[src/rtl/wb_cfg.svh]
`ifndef WB_CFG_SVH
`define WB_CFG_SVH

// datapath widths
`define WB_ADDR_W 32
`define WB_DATA_W 32
`define WB_MM_W 64
`define WB_SEG_W 16

// register number and operand size fields
`define WB_DR_W 3
`define WB_DS_W 2
`define WB_DS_DWORD 2'b10

// reserved bit 1 reads as one
`define WB_FLAGS_RESET 32'h0000_0002

`define WB_CF_BIT 0
`define WB_ZF_BIT 6

`endif

[src/rtl/wb_pkg.sv]
`include "wb_cfg.svh"

package wb_pkg;

   typedef struct packed {
      logic                  ld_gpr3;
      logic                  ld_seg;
      logic                  ld_flags;
      logic                  ld_eip;
      logic                  ld_cs;
      logic                  pop_flags;
      logic [`WB_DATA_W-1:0] flags_affected;
      logic                  push_flags;
      logic                  save_neip;
      logic                  save_ncs;
      logic                  use_temp_neip;
      logic                  use_temp_ncs;
      logic                  is_jne;
      logic                  is_jnbe;
      logic                  is_cmovc;
      logic                  is_halt;
      logic                  is_cmps_first;
      logic                  is_cmps_second;
      logic                  mm_mem;
      logic [`WB_DR_W-1:0]   dr1_d2;
      logic [`WB_DR_W-1:0]   dr2_d2;
      logic [`WB_DR_W-1:0]   dr3;
   } wb_ctrl_t;

   typedef struct packed {
      logic                  v;
      logic [`WB_DS_W-1:0]   datasize;
      logic                  ld_gpr1_req;
      logic                  ld_gpr2_req;
      logic                  ld_mm_req;
      logic                  dcache_write_req;
      logic                  repne;
      logic [`WB_DATA_W-1:0] result_a;
      logic [`WB_DATA_W-1:0] result_b;
      logic [`WB_DATA_W-1:0] result_c;
      logic [`WB_MM_W-1:0]   result_mm;
      logic [`WB_DATA_W-1:0] ex_flags;
      logic [`WB_ADDR_W-1:0] neip;
      logic [`WB_ADDR_W-1:0] neip_not_taken;
      logic [`WB_SEG_W-1:0]  ncs;
      logic [`WB_DR_W-1:0]   dr1;
      logic [`WB_DR_W-1:0]   dr2;
      logic [`WB_ADDR_W-1:0] address;
   } wb_uop_t;

   typedef struct packed {
      logic [`WB_DR_W-1:0]   dr;
      logic [`WB_DATA_W-1:0] data;
      logic                  ld;
   } gpr_wr_t;

   typedef struct packed {
      gpr_wr_t               gpr1;
      gpr_wr_t               gpr2;
      gpr_wr_t               gpr3;
      logic [`WB_DS_W-1:0]   datasize;
      logic [`WB_DS_W-1:0]   dr3_datasize;
      logic [`WB_MM_W-1:0]   mm_data;
      logic                  ld_mm;
      logic                  ld_seg;
      logic [`WB_ADDR_W-1:0] eip;
      logic                  ld_eip;
      logic [`WB_SEG_W-1:0]  cs;
      logic                  ld_cs;
      logic [`WB_DATA_W-1:0] flags;
      logic                  ld_flags;
   } wb_commit_t;

   // one cache word, either a full mm quadword or a zero padded dword
   typedef union packed {
      logic [`WB_MM_W-1:0] mm;
      struct packed {
         logic [`WB_MM_W-`WB_DATA_W-1:0] pad;
         logic [`WB_DATA_W-1:0]          dword;
      } gpr;
   } dcache_data_u;

   typedef struct packed {
      dcache_data_u          data;
      logic [`WB_ADDR_W-1:0] address;
      logic                  write;
   } dcache_req_t;

   typedef struct packed {
      logic ld_gpr1;
      logic ld_gpr2;
      logic ld_gpr3;
      logic ld_seg;
      logic ld_mm;
      logic dcache_write;
   } wb_dep_t;

endpackage

[src/rtl/wb_branch_cond.sv]
`timescale 1ns/1ns
`include "wb_cfg.svh"

module wb_branch_cond
   import wb_pkg::*;
(
   input  wb_ctrl_t              ctrl,
   input  logic [`WB_DATA_W-1:0] final_flags,
   output logic                  branch_taken_raw,
   output logic                  cmov_ok
);

   logic cf;
   logic zf;

   assign cf = final_flags[`WB_CF_BIT];
   assign zf = final_flags[`WB_ZF_BIT];

   always_comb begin
      if (ctrl.is_jne) begin
         branch_taken_raw = ~zf;
      end else if (ctrl.is_jnbe) begin
         // above, unsigned
         branch_taken_raw = ~cf & ~zf;
      end else begin
         branch_taken_raw = 1'b0;
      end
   end

   // only cmovc is conditional on the gpr2 write
   assign cmov_ok = ctrl.is_cmovc ? cf : 1'b1;

endmodule

[src/rtl/wb_commit_gate.sv]
`timescale 1ns/1ns
`include "wb_cfg.svh"

module wb_commit_gate
   import wb_pkg::*;
(
   input  wb_ctrl_t              ctrl,
   input  wb_uop_t               uop,
   input  logic [`WB_DATA_W-1:0] final_flags,
   input  logic                  cmov_ok,
   input  logic                  write_ready,
   output wb_dep_t               dep,
   output logic                  ld_eip,
   output logic                  ld_cs,
   output logic                  ld_flags,
   output logic [`WB_DR_W-1:0]   dr1_final,
   output logic [`WB_DR_W-1:0]   dr2_final,
   output logic                  commit_en,
   output logic                  halt,
   output logic                  terminate,
   output logic                  stall
);

   logic store_req;
   logic zf;
   logic count_zero;

   assign store_req = uop.v & uop.dcache_write_req;

   // hold the uop until the cache takes the store
   assign stall     = store_req & ~write_ready;
   assign commit_en = uop.v & ~stall;

   assign zf         = final_flags[`WB_ZF_BIT];
   assign count_zero = (uop.result_c == '0);

   // repne cmps stops on a match or an exhausted count
   assign terminate = uop.v & ctrl.is_cmps_second & uop.repne & (zf | count_zero);
   assign halt      = uop.v & ctrl.is_halt;

   always_comb begin
      dep.ld_gpr1      = commit_en & uop.ld_gpr1_req;
      dep.ld_gpr2      = commit_en & uop.ld_gpr2_req & cmov_ok;
      dep.ld_gpr3      = commit_en & ctrl.ld_gpr3 & ~terminate;
      dep.ld_seg       = commit_en & ctrl.ld_seg;
      dep.ld_mm        = commit_en & uop.ld_mm_req;
      // the store itself stays up while stalled
      dep.dcache_write = store_req;
   end

   assign ld_eip   = commit_en & ctrl.ld_eip;
   assign ld_cs    = commit_en & ctrl.ld_cs;
   assign ld_flags = commit_en & ctrl.ld_flags;

   // second cmps uop writes back the string pointers
   always_comb begin
      if (ctrl.is_cmps_second) begin
         dr1_final = ctrl.dr1_d2;
         dr2_final = ctrl.dr2_d2;
      end else begin
         dr1_final = uop.dr1;
         dr2_final = uop.dr2;
      end
   end

endmodule

[src/rtl/wb_flags_reg.sv]
`timescale 1ns/1ns
`include "wb_cfg.svh"

module wb_flags_reg
   import wb_pkg::*;
(
   input  logic                  clk,
   input  logic                  arst_n,
   input  wb_ctrl_t              ctrl,
   input  logic [`WB_DATA_W-1:0] ex_flags,
   input  logic [`WB_DATA_W-1:0] result_a,
   input  logic                  commit_en,
   output logic [`WB_DATA_W-1:0] final_flags
);

   logic [`WB_DATA_W-1:0] flags_q;
   logic [`WB_DATA_W-1:0] merged;

   // execute flags only in the bits the op affects
   assign merged = (ex_flags & ctrl.flags_affected) |
                   (flags_q & ~ctrl.flags_affected);

   always_comb begin
      if (!ctrl.ld_flags) begin
         final_flags = flags_q;
      end else if (ctrl.pop_flags) begin
         // popf takes the whole word from the stack
         final_flags = result_a;
      end else begin
         final_flags = merged;
      end
   end

   always_ff @(posedge clk or negedge arst_n) begin
      if (!arst_n) begin
         flags_q <= `WB_FLAGS_RESET;
      end else if (commit_en && ctrl.ld_flags) begin
         flags_q <= final_flags;
      end
   end

endmodule

[src/rtl/wb_operand_select.sv]
`timescale 1ns/1ns
`include "wb_cfg.svh"

module wb_operand_select
   import wb_pkg::*;
(
   input  logic                  clk,
   input  logic                  arst_n,
   input  wb_ctrl_t              ctrl,
   input  wb_uop_t               uop,
   input  logic [`WB_DATA_W-1:0] final_flags,
   input  logic                  branch_taken_raw,
   input  logic                  terminate,
   input  logic                  commit_en,
   output logic [`WB_DATA_W-1:0] data1,
   output logic [`WB_ADDR_W-1:0] eip,
   output logic [`WB_SEG_W-1:0]  cs,
   output logic [`WB_DATA_W-1:0] count
);

   logic [`WB_ADDR_W-1:0] temp_neip;
   logic [`WB_SEG_W-1:0]  temp_ncs;
   logic                  is_branch;
   logic                  take_neip;

   assign is_branch = ctrl.is_jne | ctrl.is_jnbe;

   // fall through to neip unless a branch misses or repne ends
   assign take_neip = branch_taken_raw | (~is_branch & ~terminate);

   always_comb begin
      if (ctrl.push_flags) begin
         data1 = final_flags;
      end else if (ctrl.save_neip) begin
         data1 = temp_neip;
      end else begin
         data1 = uop.result_a;
      end
   end

   always_comb begin
      if (ctrl.use_temp_neip) begin
         eip = temp_neip;
      end else if (take_neip) begin
         eip = uop.neip;
      end else begin
         eip = uop.neip_not_taken;
      end
   end

   assign cs = ctrl.use_temp_ncs ? temp_ncs : uop.ncs;

   // far call return point and the cmps count
   always_ff @(posedge clk or negedge arst_n) begin
      if (!arst_n) begin
         temp_neip <= '0;
         temp_ncs  <= '0;
         count     <= '0;
      end else if (commit_en) begin
         if (ctrl.save_neip) begin
            temp_neip <= uop.neip;
         end
         if (ctrl.save_ncs) begin
            temp_ncs <= uop.ncs;
         end
         if (ctrl.is_cmps_first) begin
            count <= uop.result_c;
         end
      end
   end

endmodule

[src/rtl/writeback.sv]
`timescale 1ns/1ns
`include "wb_cfg.svh"

module writeback
   import wb_pkg::*;
(
   input  logic                  clk,
   input  logic                  arst_n,
   input  wb_ctrl_t              ctrl,
   input  wb_uop_t               uop,
   input  logic                  write_ready,
   output wb_commit_t            commit,
   output dcache_req_t           store,
   output wb_dep_t               dep,
   output logic                  halt,
   output logic                  repne_terminate,
   output logic                  stall,
   output logic                  branch_taken,
   output logic [`WB_DATA_W-1:0] flags_fwd,
   output logic [`WB_DATA_W-1:0] count_fwd
);

   logic [`WB_DATA_W-1:0] final_flags;
   logic [`WB_DATA_W-1:0] data1;
   logic [`WB_DATA_W-1:0] count;
   logic [`WB_ADDR_W-1:0] eip;
   logic [`WB_SEG_W-1:0]  cs;
   logic [`WB_DR_W-1:0]   dr1_final;
   logic [`WB_DR_W-1:0]   dr2_final;
   logic                  branch_taken_raw;
   logic                  cmov_ok;
   logic                  commit_en;
   logic                  terminate;
   logic                  ld_eip;
   logic                  ld_cs;
   logic                  ld_flags;
   dcache_data_u          store_data;

   wb_flags_reg u_flags_reg (
      .clk         (clk),
      .arst_n      (arst_n),
      .ctrl        (ctrl),
      .ex_flags    (uop.ex_flags),
      .result_a    (uop.result_a),
      .commit_en   (commit_en),
      .final_flags (final_flags)
   );

   wb_branch_cond u_branch_cond (
      .ctrl             (ctrl),
      .final_flags      (final_flags),
      .branch_taken_raw (branch_taken_raw),
      .cmov_ok          (cmov_ok)
   );

   wb_operand_select u_operand_select (
      .clk              (clk),
      .arst_n           (arst_n),
      .ctrl             (ctrl),
      .uop              (uop),
      .final_flags      (final_flags),
      .branch_taken_raw (branch_taken_raw),
      .terminate        (terminate),
      .commit_en        (commit_en),
      .data1            (data1),
      .eip              (eip),
      .cs               (cs),
      .count            (count)
   );

   wb_commit_gate u_commit_gate (
      .ctrl        (ctrl),
      .uop         (uop),
      .final_flags (final_flags),
      .cmov_ok     (cmov_ok),
      .write_ready (write_ready),
      .dep         (dep),
      .ld_eip      (ld_eip),
      .ld_cs       (ld_cs),
      .ld_flags    (ld_flags),
      .dr1_final   (dr1_final),
      .dr2_final   (dr2_final),
      .commit_en   (commit_en),
      .halt        (halt),
      .terminate   (terminate),
      .stall       (stall)
   );

   always_comb begin
      commit.gpr1         = '{dr: dr1_final, data: data1, ld: dep.ld_gpr1};
      commit.gpr2         = '{dr: dr2_final, data: uop.result_b, ld: dep.ld_gpr2};
      commit.gpr3         = '{dr: ctrl.dr3, data: uop.result_c, ld: dep.ld_gpr3};
      commit.datasize     = uop.datasize;
      // gpr3 always takes a full dword
      commit.dr3_datasize = `WB_DS_DWORD;
      commit.mm_data      = uop.result_mm;
      commit.ld_mm        = dep.ld_mm;
      commit.ld_seg       = dep.ld_seg;
      commit.eip          = eip;
      commit.ld_eip       = ld_eip;
      commit.cs           = cs;
      commit.ld_cs        = ld_cs;
      commit.flags        = final_flags;
      commit.ld_flags     = ld_flags;
   end

   // mm stores use the whole word, gpr stores the low dword
   always_comb begin
      if (ctrl.mm_mem) begin
         store_data.mm = uop.result_mm;
      end else begin
         store_data.gpr.pad   = '0;
         store_data.gpr.dword = data1;
      end
   end

   assign store = '{data: store_data, address: uop.address, write: dep.dcache_write};

   assign repne_terminate = terminate;
   assign branch_taken    = uop.v & branch_taken_raw;
   assign flags_fwd       = final_flags;
   assign count_fwd       = count;

endmodule

[config.mk]
export PLATFORM = sky130hd
export DESIGN_NAME = writeback
export DESIGN_NICKNAME = d
export VERILOG_FILES = /design/src/rtl/wb_pkg.sv /design/src/rtl/wb_branch_cond.sv /design/src/rtl/wb_commit_gate.sv /design/src/rtl/wb_flags_reg.sv /design/src/rtl/wb_operand_select.sv /design/src/rtl/writeback.sv
export VERILOG_INCLUDE_DIRS = /design/src /design/src/rtl
export SDC_FILE = /design/constraint.sdc
export NUM_CORES = 1
export LEC_CHECK = 0
export BUFFER_PORTS_ARGS = -buffer_cell sky130_fd_sc_hd__buf_2
export CORE_AREA = 2 2 312 314
export CTS_CLUSTER_DIAMETER = 80
export DETAILED_ROUTE_END_ITERATION = 7
export DIE_AREA = 0 0 314 316
export HOLD_SLACK_MARGIN = 0.08
export PLACE_DENSITY_LB_ADDON = 0.2
export SYNTH_ARGS = -nofsm -noshare
export SYNTH_HDL_FRONTEND = slang
export SYNTH_HIERARCHICAL = 1
export SYNTH_SLANG_ARGS = --single-unit
[constraint.sdc]
create_clock -name clk -period 3.6 [get_ports clk]
set_input_delay 0.72 -clock clk [delete_from_list [all_inputs] [get_ports clk]]
set_output_delay 0.72 -clock clk [all_outputs]
set_load 0.005 [all_outputs]
* Yosys cells after proc, flatten, opt, wreduce, memory -nomap -nowiden
Index checks and enable logic that the tools add are counted.
** Word-level totals
- Word-level logic and storage cells :: 55
- Flip-flop bits (word level) :: 112
- Output and inout port bits :: 432
** Cells by class
- Mux-type cells :: 13
- Bitwise gates (word level) :: 33
- Reduce and logical (&&, ||, !) cells :: 5
** Operator list (number)
- $mux 32 :: 6
- $and 32x32->32 :: 2
- $mux 64 :: 1
- $logic_not 32->1 :: 1
- $not 32->32 :: 1
- $or 32x32->32 :: 1
- $and 1x1->1 :: 20
- $mux 16 :: 1
- $mux 3 :: 2
- $not 1->1 :: 6
- $reduce_and 2->1 :: 3
- $mux 1 :: 3
- $or 1x1->1 :: 3
- $logic_and 1x1->1 :: 1

* Longest topological paths before layout
Gate-level depths: netlist of the first run.
- Depth in word-level cells :: 12
- Depth in mapped cells :: 11

* Modules after synthesis
Netlist of the first run, hierarchy kept.
** Modules (own cells, without submodules)
- wb_operand_select :: times used 1, area an instance 4526.8 µm², cells an instance 415
- wb_flags_reg :: times used 1, area an instance 2633.8 µm², cells an instance 349
- writeback :: times used 1, area an instance 2322.2 µm², cells an instance 282
- wb_commit_gate :: times used 1, area an instance 257.7 µm², cells an instance 36
- wb_branch_cond :: times used 1, area an instance 25.0 µm², cells an instance 4

* Least setup slack after synthesis of the first run
No wires, ideal clock.
- Path kind :: in2out
- Start point :: input port ctrl[53] in the netlist's numbering
- End point :: output port commit[51] in the netlist's numbering
- Buffers on the path :: 4
- Slack :: 450 ps
- Required time :: 2880 ps
- Arrival :: 2430 ps
- Stages on the path :: 11
- Path through :: buf_6 -> buf_2 -> nand2_1 -> o21ai_0 -> a22o_1 -> o21a_1 -> or3_1 -> buf_6 -> buf_6 -> a32oi_1 -> o21ai_1
** RTL lines
- from (decl) :: RTL line writeback.sv:9 : input wb_ctrl_t ctrl,
- to (decl) :: RTL line writeback.sv:12 : output wb_commit_t commit,

==> impl_metrics.ini, run 1 <==
[grt]
gr-total-overflow = 0
grt.total_usage_pct = 11.1
grt_max_degree = 66
grt_pass1_vias = 9903
grt_first_pass_wirelength_mm = 76.6
initial_antenna_violation_count = 20

[placed_design]
port_buffers = 671
globalplace.congestion = 0.817
detailedPlace.worstSlack_ns = -0.620
dpl.hpwl_mm = 46.7
placed_cells_incl_taps = 2795

[sta]
setup_skew_after_layout_ns = 0
rsz0062_at_grt = yes
maxSlewViolCount = 0
final.setup.worst_slack_ns = 0.0221
maxSlewHeadroom_pct = 43.4
post-route-period-util_pct = 99.4
tightestPinTransition_ns = 0.840
finalHoldViolCount = 0
timing.final.crit_period_ns = 3.58
finalSetupViolations = 0
achievable-frequency_mhz = 279

[power]
vdd_drop_max_v = 0.000237
static-leakage-power_nw = 6.46
power_density_mw_per_mm2 = 360
total_power_mw = 4.90

[floorplan]
die_boundary_width_um = 314
initial_core_util_pct = 10.2
die_area_sq_mm = 0.0992
design.core.area_sq_mm = 0.0960
rows = 114
die_height_um = 316
pin_count = 812

[setup_path]
regToRegEndpoint = u_operand_select/temp_neip[9]
critical_path.max_stage_delay_ns = 0.53
arrival_ns = 2.86
worst_r2r_path_depth = 1
cpMaxStageDelayCell = or4b_4
path_max_fanout = 3
critical_path_required_ns = 2.88
regToRegStartpoint = u_operand_select/temp_neip[9]
critical-path-top-delay-family = simple AND/OR/NAND/NOR gates
critPathCaptureType = output port
worstSetupPathType = input port to output port
path_buf_inv = 3
cpMostUsedCell = buf_2
startpoint_class_of_the_critical_path = input port
reg2reg_slack_ns = 2.65
cp_cell_sequence = buf_2 > nor4_4 > nand4_1 > nor2_1 > buf_4 > o21a_2 > nor3_4 > or4b_4 > o211ai_1 > buf_2

[synthesis]
syn-instance-count = 1086
synthFlopType = dfrtp_1
synth.ff_latch_count = 112
edff_count_synth = 0
yosysWarnings = 6
post_synth.cell_area_avg_sq_um = 8.99
netlist-cell-type-count = 41
synth_nets = 1466
synth.yosys.seq_area_share_pct = 28.7
synth.cell_area_sq_mm = 0.00977
synthArstFlopShare_pct = 100

[route]
ant_nets = 0
via_count = 9970
detailedRoute.firstIterationViolations = 380
post_drt_wl_per_cell_um = 20.5
routed_wirelength_mm = 57.7
route.detailed.drc = 0
detail_route.first_pass.iterations = 5
route.detailed.vias_per_inst = 3.54

[status]
status = finished clean

[clock_tree]
cts_buffers = 9
max-clock-path-buffers = 2
worstSkewPairLatency_ns = 0.41
cts_sinks = 112
postCtsHoldBufs = 0
path_clk_slew_ns = 0.10
cts-root-buf = clkbuf_16
htree_num_levels = 3
clock_tree_from_tritoncts = built

[layout]
post_route_cells_drive_above_1_share_pct = 53.2
final_util_pct = 14.2
area.growth.synth_to_final_pct = 39.4
final_cells = 2816
number_of_filler_instances_in_the_final_layout = 11000
finish.net_count = 1913

[worst_hold_path]
worst_hold_path_type = input port to asynchronous set/reset pin

[run]
maxCapViolations = 0
## power by group
group / switching (mW) / internal [mW] / total (mW)
combinational: 1.05 / 0.978 / 2.03
clock: 0.666 / 0.488 / 1.15
sequential: 0.215 / 1.51 / 1.72
total: 1.93 / 2.97 / 4.90
## worst max path at each step
stage,cells after the start,end,slack [ns],start
floorplan,11,commit[51],0.45,ctrl[53]
global placement,10,commit[81],-0.60,uop[223]
detailed placement,10,commit[81],-0.62,uop[223]
CTS,10,commit[81],-0.005,uop[224]
global route,10,commit[81],-0.03,uop[239]
finish,10,commit[81],0.02,uop[239]
## cells in the final DEF (no fill, tap or decap), types with 4 or more instances in the layout
master	n
inv_1	32
clkbuf_16	9
a2bb2oi_1	30
a22o_1	34
mux2i_1	32
dfrtp_1	111
nand2_1	100
mux2_1	70
buf_12	9
mux2_4	28
o21ai_1	97
nor4_1	4
and2_1	43
a32oi_1	30
mux2_2	36
buf_2	664
a22oi_1	30
o21ai_0	94
buf_4	45
## sequential cells by signal, indices dropped and copies added, names as in the netlist
name and flops:
u_operand_select/temp_ncs 16, u_operand_select/count 32, u_operand_select/temp_neip 32, u_flags_reg/flags_q 32
## synth_stat cells, types with 2 or more instances
cell       instances  area share [%]
nand2_1          101             3.9
o21ai_0           94             4.8
buf_12             2            0.41
a22oi_1           30             2.3
o21ai_1           97             5.0
mux2_2            36             4.2
conb_1             2           0.077
nor2_1             2           0.077
nand4_1            2            0.13
buf_2             27             1.4
buf_6             12             1.4
mux2i_1           32             3.3
a22o_1            34             3.0
a32oi_1           31             2.8
mux2_4            28             4.3
clkbuf_2           3            0.15
buf_4            213              16
inv_1             32             1.2
dfrtp_1          111              28
nand2b_1           2            0.13
nor4_1             7            0.45
a2bb2oi_1         30             2.7
and2_1            43             2.8
clkbuf_1          28             1.1
mux2_1            70             8.1
and3_1             2            0.13
## final cells by class
cell class	count	area, sq um	area share (%)
inverters	32	120	0.882
clock buffers	9	225	1.65
diodes	3	7.51	0.0551
well taps	1276	1600	11.7
multi-input cells	656	4900	36.0
repair buffers	722	3890	28.6
clock inverters	6	66.3	0.487
flip-flops and latches	112	2800	20.6
## repair_timing
item,in CTS,in global routing
gates cloned,1,0
pin swaps,3,1
gates resized for setup,13,2
endpoints found under the setup margin,33,2
endpoints found under the hold margin,0,0
setup buffers,2,0
## kinds of logic (layout without fill, tap and decap cells)
| family | count (synthesis) | after routing | synth area share (%) |
|---|---|---|---|
| buf+inv | 319 | 769 | 22.2 |
| simple gates | 166 | 167 | 8.17 |
| compound gates | 321 | 321 | 21.0 |
| other cells | 2 | 5 | 0.0769 |
| flops | 112 | 112 | 28.7 |
| mux | 166 | 166 | 19.8 |
## metal layers
layer	part of all wire, %	global-route usage, %
met3	7.2	3.10
met5	0.24	0
met4	3.2	4.48
met2	50	20.0
met1	39	12.4
## metrics by stage
stage	cell area [sq um]	hold WS (ns)	setup TNS, ns
after global placement	13200	0.468	-9.63
after global routing	13600	0.268	-0.0285
after detailed placement	13200	0.477	-11.38
after floorplan	9770	0.424	0
final	13600	0.250	0
after CTS	13600	0.251	-0.00511
No activity file was read; power rests on OpenSTA's default activity.
==> run 2: changes to the inputs <==
- PLACE_DENSITY_LB_ADDON: 0.2 -> 0.25
- REMOVE_ABC_BUFFERS: default -> 1
==> run 2 against run 1 <==
  * Clock power increased by 6%
  * Maximum frequency increased by 3.0%
  * Design area increased by 4.1%
  * Die area is the same
  * Clock skew stayed put
  * Combinational power grew 4%
  * Sequential power about the same
  * Critical path type unchanged
  * Largest power group unchanged
  * Worst setup slack gained 0.10 ns
  * Final cell count rose by 0.92%
  * Sequential share of layout area decreased by 0.82 points
==> impl_metrics.ini, run 2 (same netlist as run 1, synthesis figures left out) <==
[floorplan]
rows = 114
initial_core_util_pct = 10.2
die_height_um = 316
die_area_sq_mm = 0.0992
design.core.area_sq_mm = 0.0960
die_boundary_width_um = 314
pin_count = 812

[placed_design]
placed_cells_incl_taps = 2808
port_buffers = 671
globalplace.congestion = 0.757
dpl.hpwl_mm = 54.4

[setup_path]
startpoint_class_of_the_critical_path = input port
critical_path_required_ns = 2.88
worstSetupPathType = input port to output port
arrival_ns = 2.75
critPathCaptureType = output port
path_max_fanout = 7

[route]
via_count = 10300
detailedRoute.firstIterationViolations = 449
detail_route.first_pass.iterations = 5
route.detailed.vias_per_inst = 3.61
post_drt_wl_per_cell_um = 22.9
ant_nets = 0
route.detailed.drc = 0
routed_wirelength_mm = 65.2

[layout]
finish.net_count = 1933
final_cells = 2842
layout_commonest_cell = buf_2
largestRegisters = u_flags_reg/flags_q x32, u_operand_select/count x32, u_operand_select/temp_neip x32
final_cell_mix = 637 x buf_2, 111 x dfrtp_1, 102 x o21ai_1, 98 x nand2_1, 85 x o21ai_0
post_route_cells_drive_above_1_share_pct = 54.7
area.growth.synth_to_final_pct = 45.2

[sta]
finalSetupViolations = 0
setup_skew_after_layout_ns = 0
timing.final.crit_period_ns = 3.47
rsz0062_at_grt = yes
achievable-frequency_mhz = 288
maxSlewHeadroom_pct = 40.3
tightestPinTransition_ns = 0.894
post-route-period-util_pct = 96.5
finalHoldViolCount = 0
maxSlewViolCount = 0
hold_ws_ns = 0.262

[clock_tree]
htree_num_levels = 3
cts_sinks = 112
max-clock-path-buffers = 2
cts-root-buf = clkbuf_16
postCtsHoldBufs = 0
clock_tree_from_tritoncts = built
path_clk_slew_ns = 0.09
worstSkewPairLatency_ns = 0.40
cts_buffers = 9

[grt]
grt_first_pass_wirelength_mm = 84.5
grt_pass1_vias = 9892
grt_max_degree = 66
grt.total_usage_pct = 12.6
initial_antenna_violation_count = 24
gr-total-overflow = 0

[run]
maxCapViolations = 0

[power]
static-leakage-power_nw = 6.70
vdd_drop_max_v = 0.000251
power_density_mw_per_mm2 = 356

[worst_hold_path]
worst_hold_path_type = input port to asynchronous set/reset pin

[status]
status = finished clean
==> run 2: worst max-delay path, cell delays in order <==
cell and delay [ns]:
buf_4 0.12, nor4_4 0.34, nand4_1 0.30, nor2_4 0.22, o21a_4 0.18, nor3_4 0.10
or4b_4 0.51, o211ai_1 0.11, buf_2 0.15
==> run 2: layer usage <==
layer	wire length (um)	part of all wire, %	track usage, %	up-vias
met5	636	0.98	4.02	-
met3	9240	14	8.35	86
met4	1640	2.5	3.64	20
met2	28000	43	19.1	690
met1	25700	39	14.1	4857
li1	-	-	-	4597
==> run 2: path summary, 6_finish.rpt <==
check                                              start                       endpoint  slack (ns)  depth (start not counted)
max in group asynchronous                         arst_n        u_flags_reg/flags_q[12]        2.58                          2
max                                             uop[227]                     commit[81]        0.13                          9
max reg2reg                u_operand_select/temp_neip[6]  u_operand_select/temp_neip[6]        2.60                          1
min reg2reg                   u_operand_select/count[29]     u_operand_select/count[29]        0.49                          1
min in group clk              u_operand_select/count[29]     u_operand_select/count[29]        0.49                          1
min                                               arst_n      u_operand_select/count[3]        0.26                          1
==> run 2: layout make-up <==
cell class,count,area (sq um)
well taps,1276,1600
repair buffers,743,4310
flip-flops and latches,112,2800
diodes,8,20.0
inverters,32,120
fillers,11000,81800
multi-input cells,655,5000
clock buffers,12,267
clock inverters,4,56.3
==> run 2: where the power goes <==
part           internal (mW)  switching (mW)  leakage (nW)  total, mW
combinational           1.05            1.06          5.23       2.11
clock                  0.606           0.618         0.160       1.22
sequential              1.51           0.204          1.31       1.71
==> run 2: through the flow <==
stage	instance area, sq um	setup TNS, ns	power, mW	utilization, %	worst slack [ns]
CTS	13900	0	5.18	14.5	0.00127
finish	14200	0	5.05	14.8	0.127
global placement	13400	-9.50	3.85	13.9	-0.450
global route	14200	-0.0365	5.44	14.8	-0.00822
detailed placement	13400	-9.82	3.83	13.9	-0.482
floorplan	7720	0	2.48	-	0.0761
==> run 2: what timing repair did <==
item                                    4_1_cts  5_1_grt
buffers inserted                              7        3
hold endpoints to repair                      0        0
endpoints found under the setup margin       32       32
gates resized for setup                      19       74
pin swaps                                     5       11
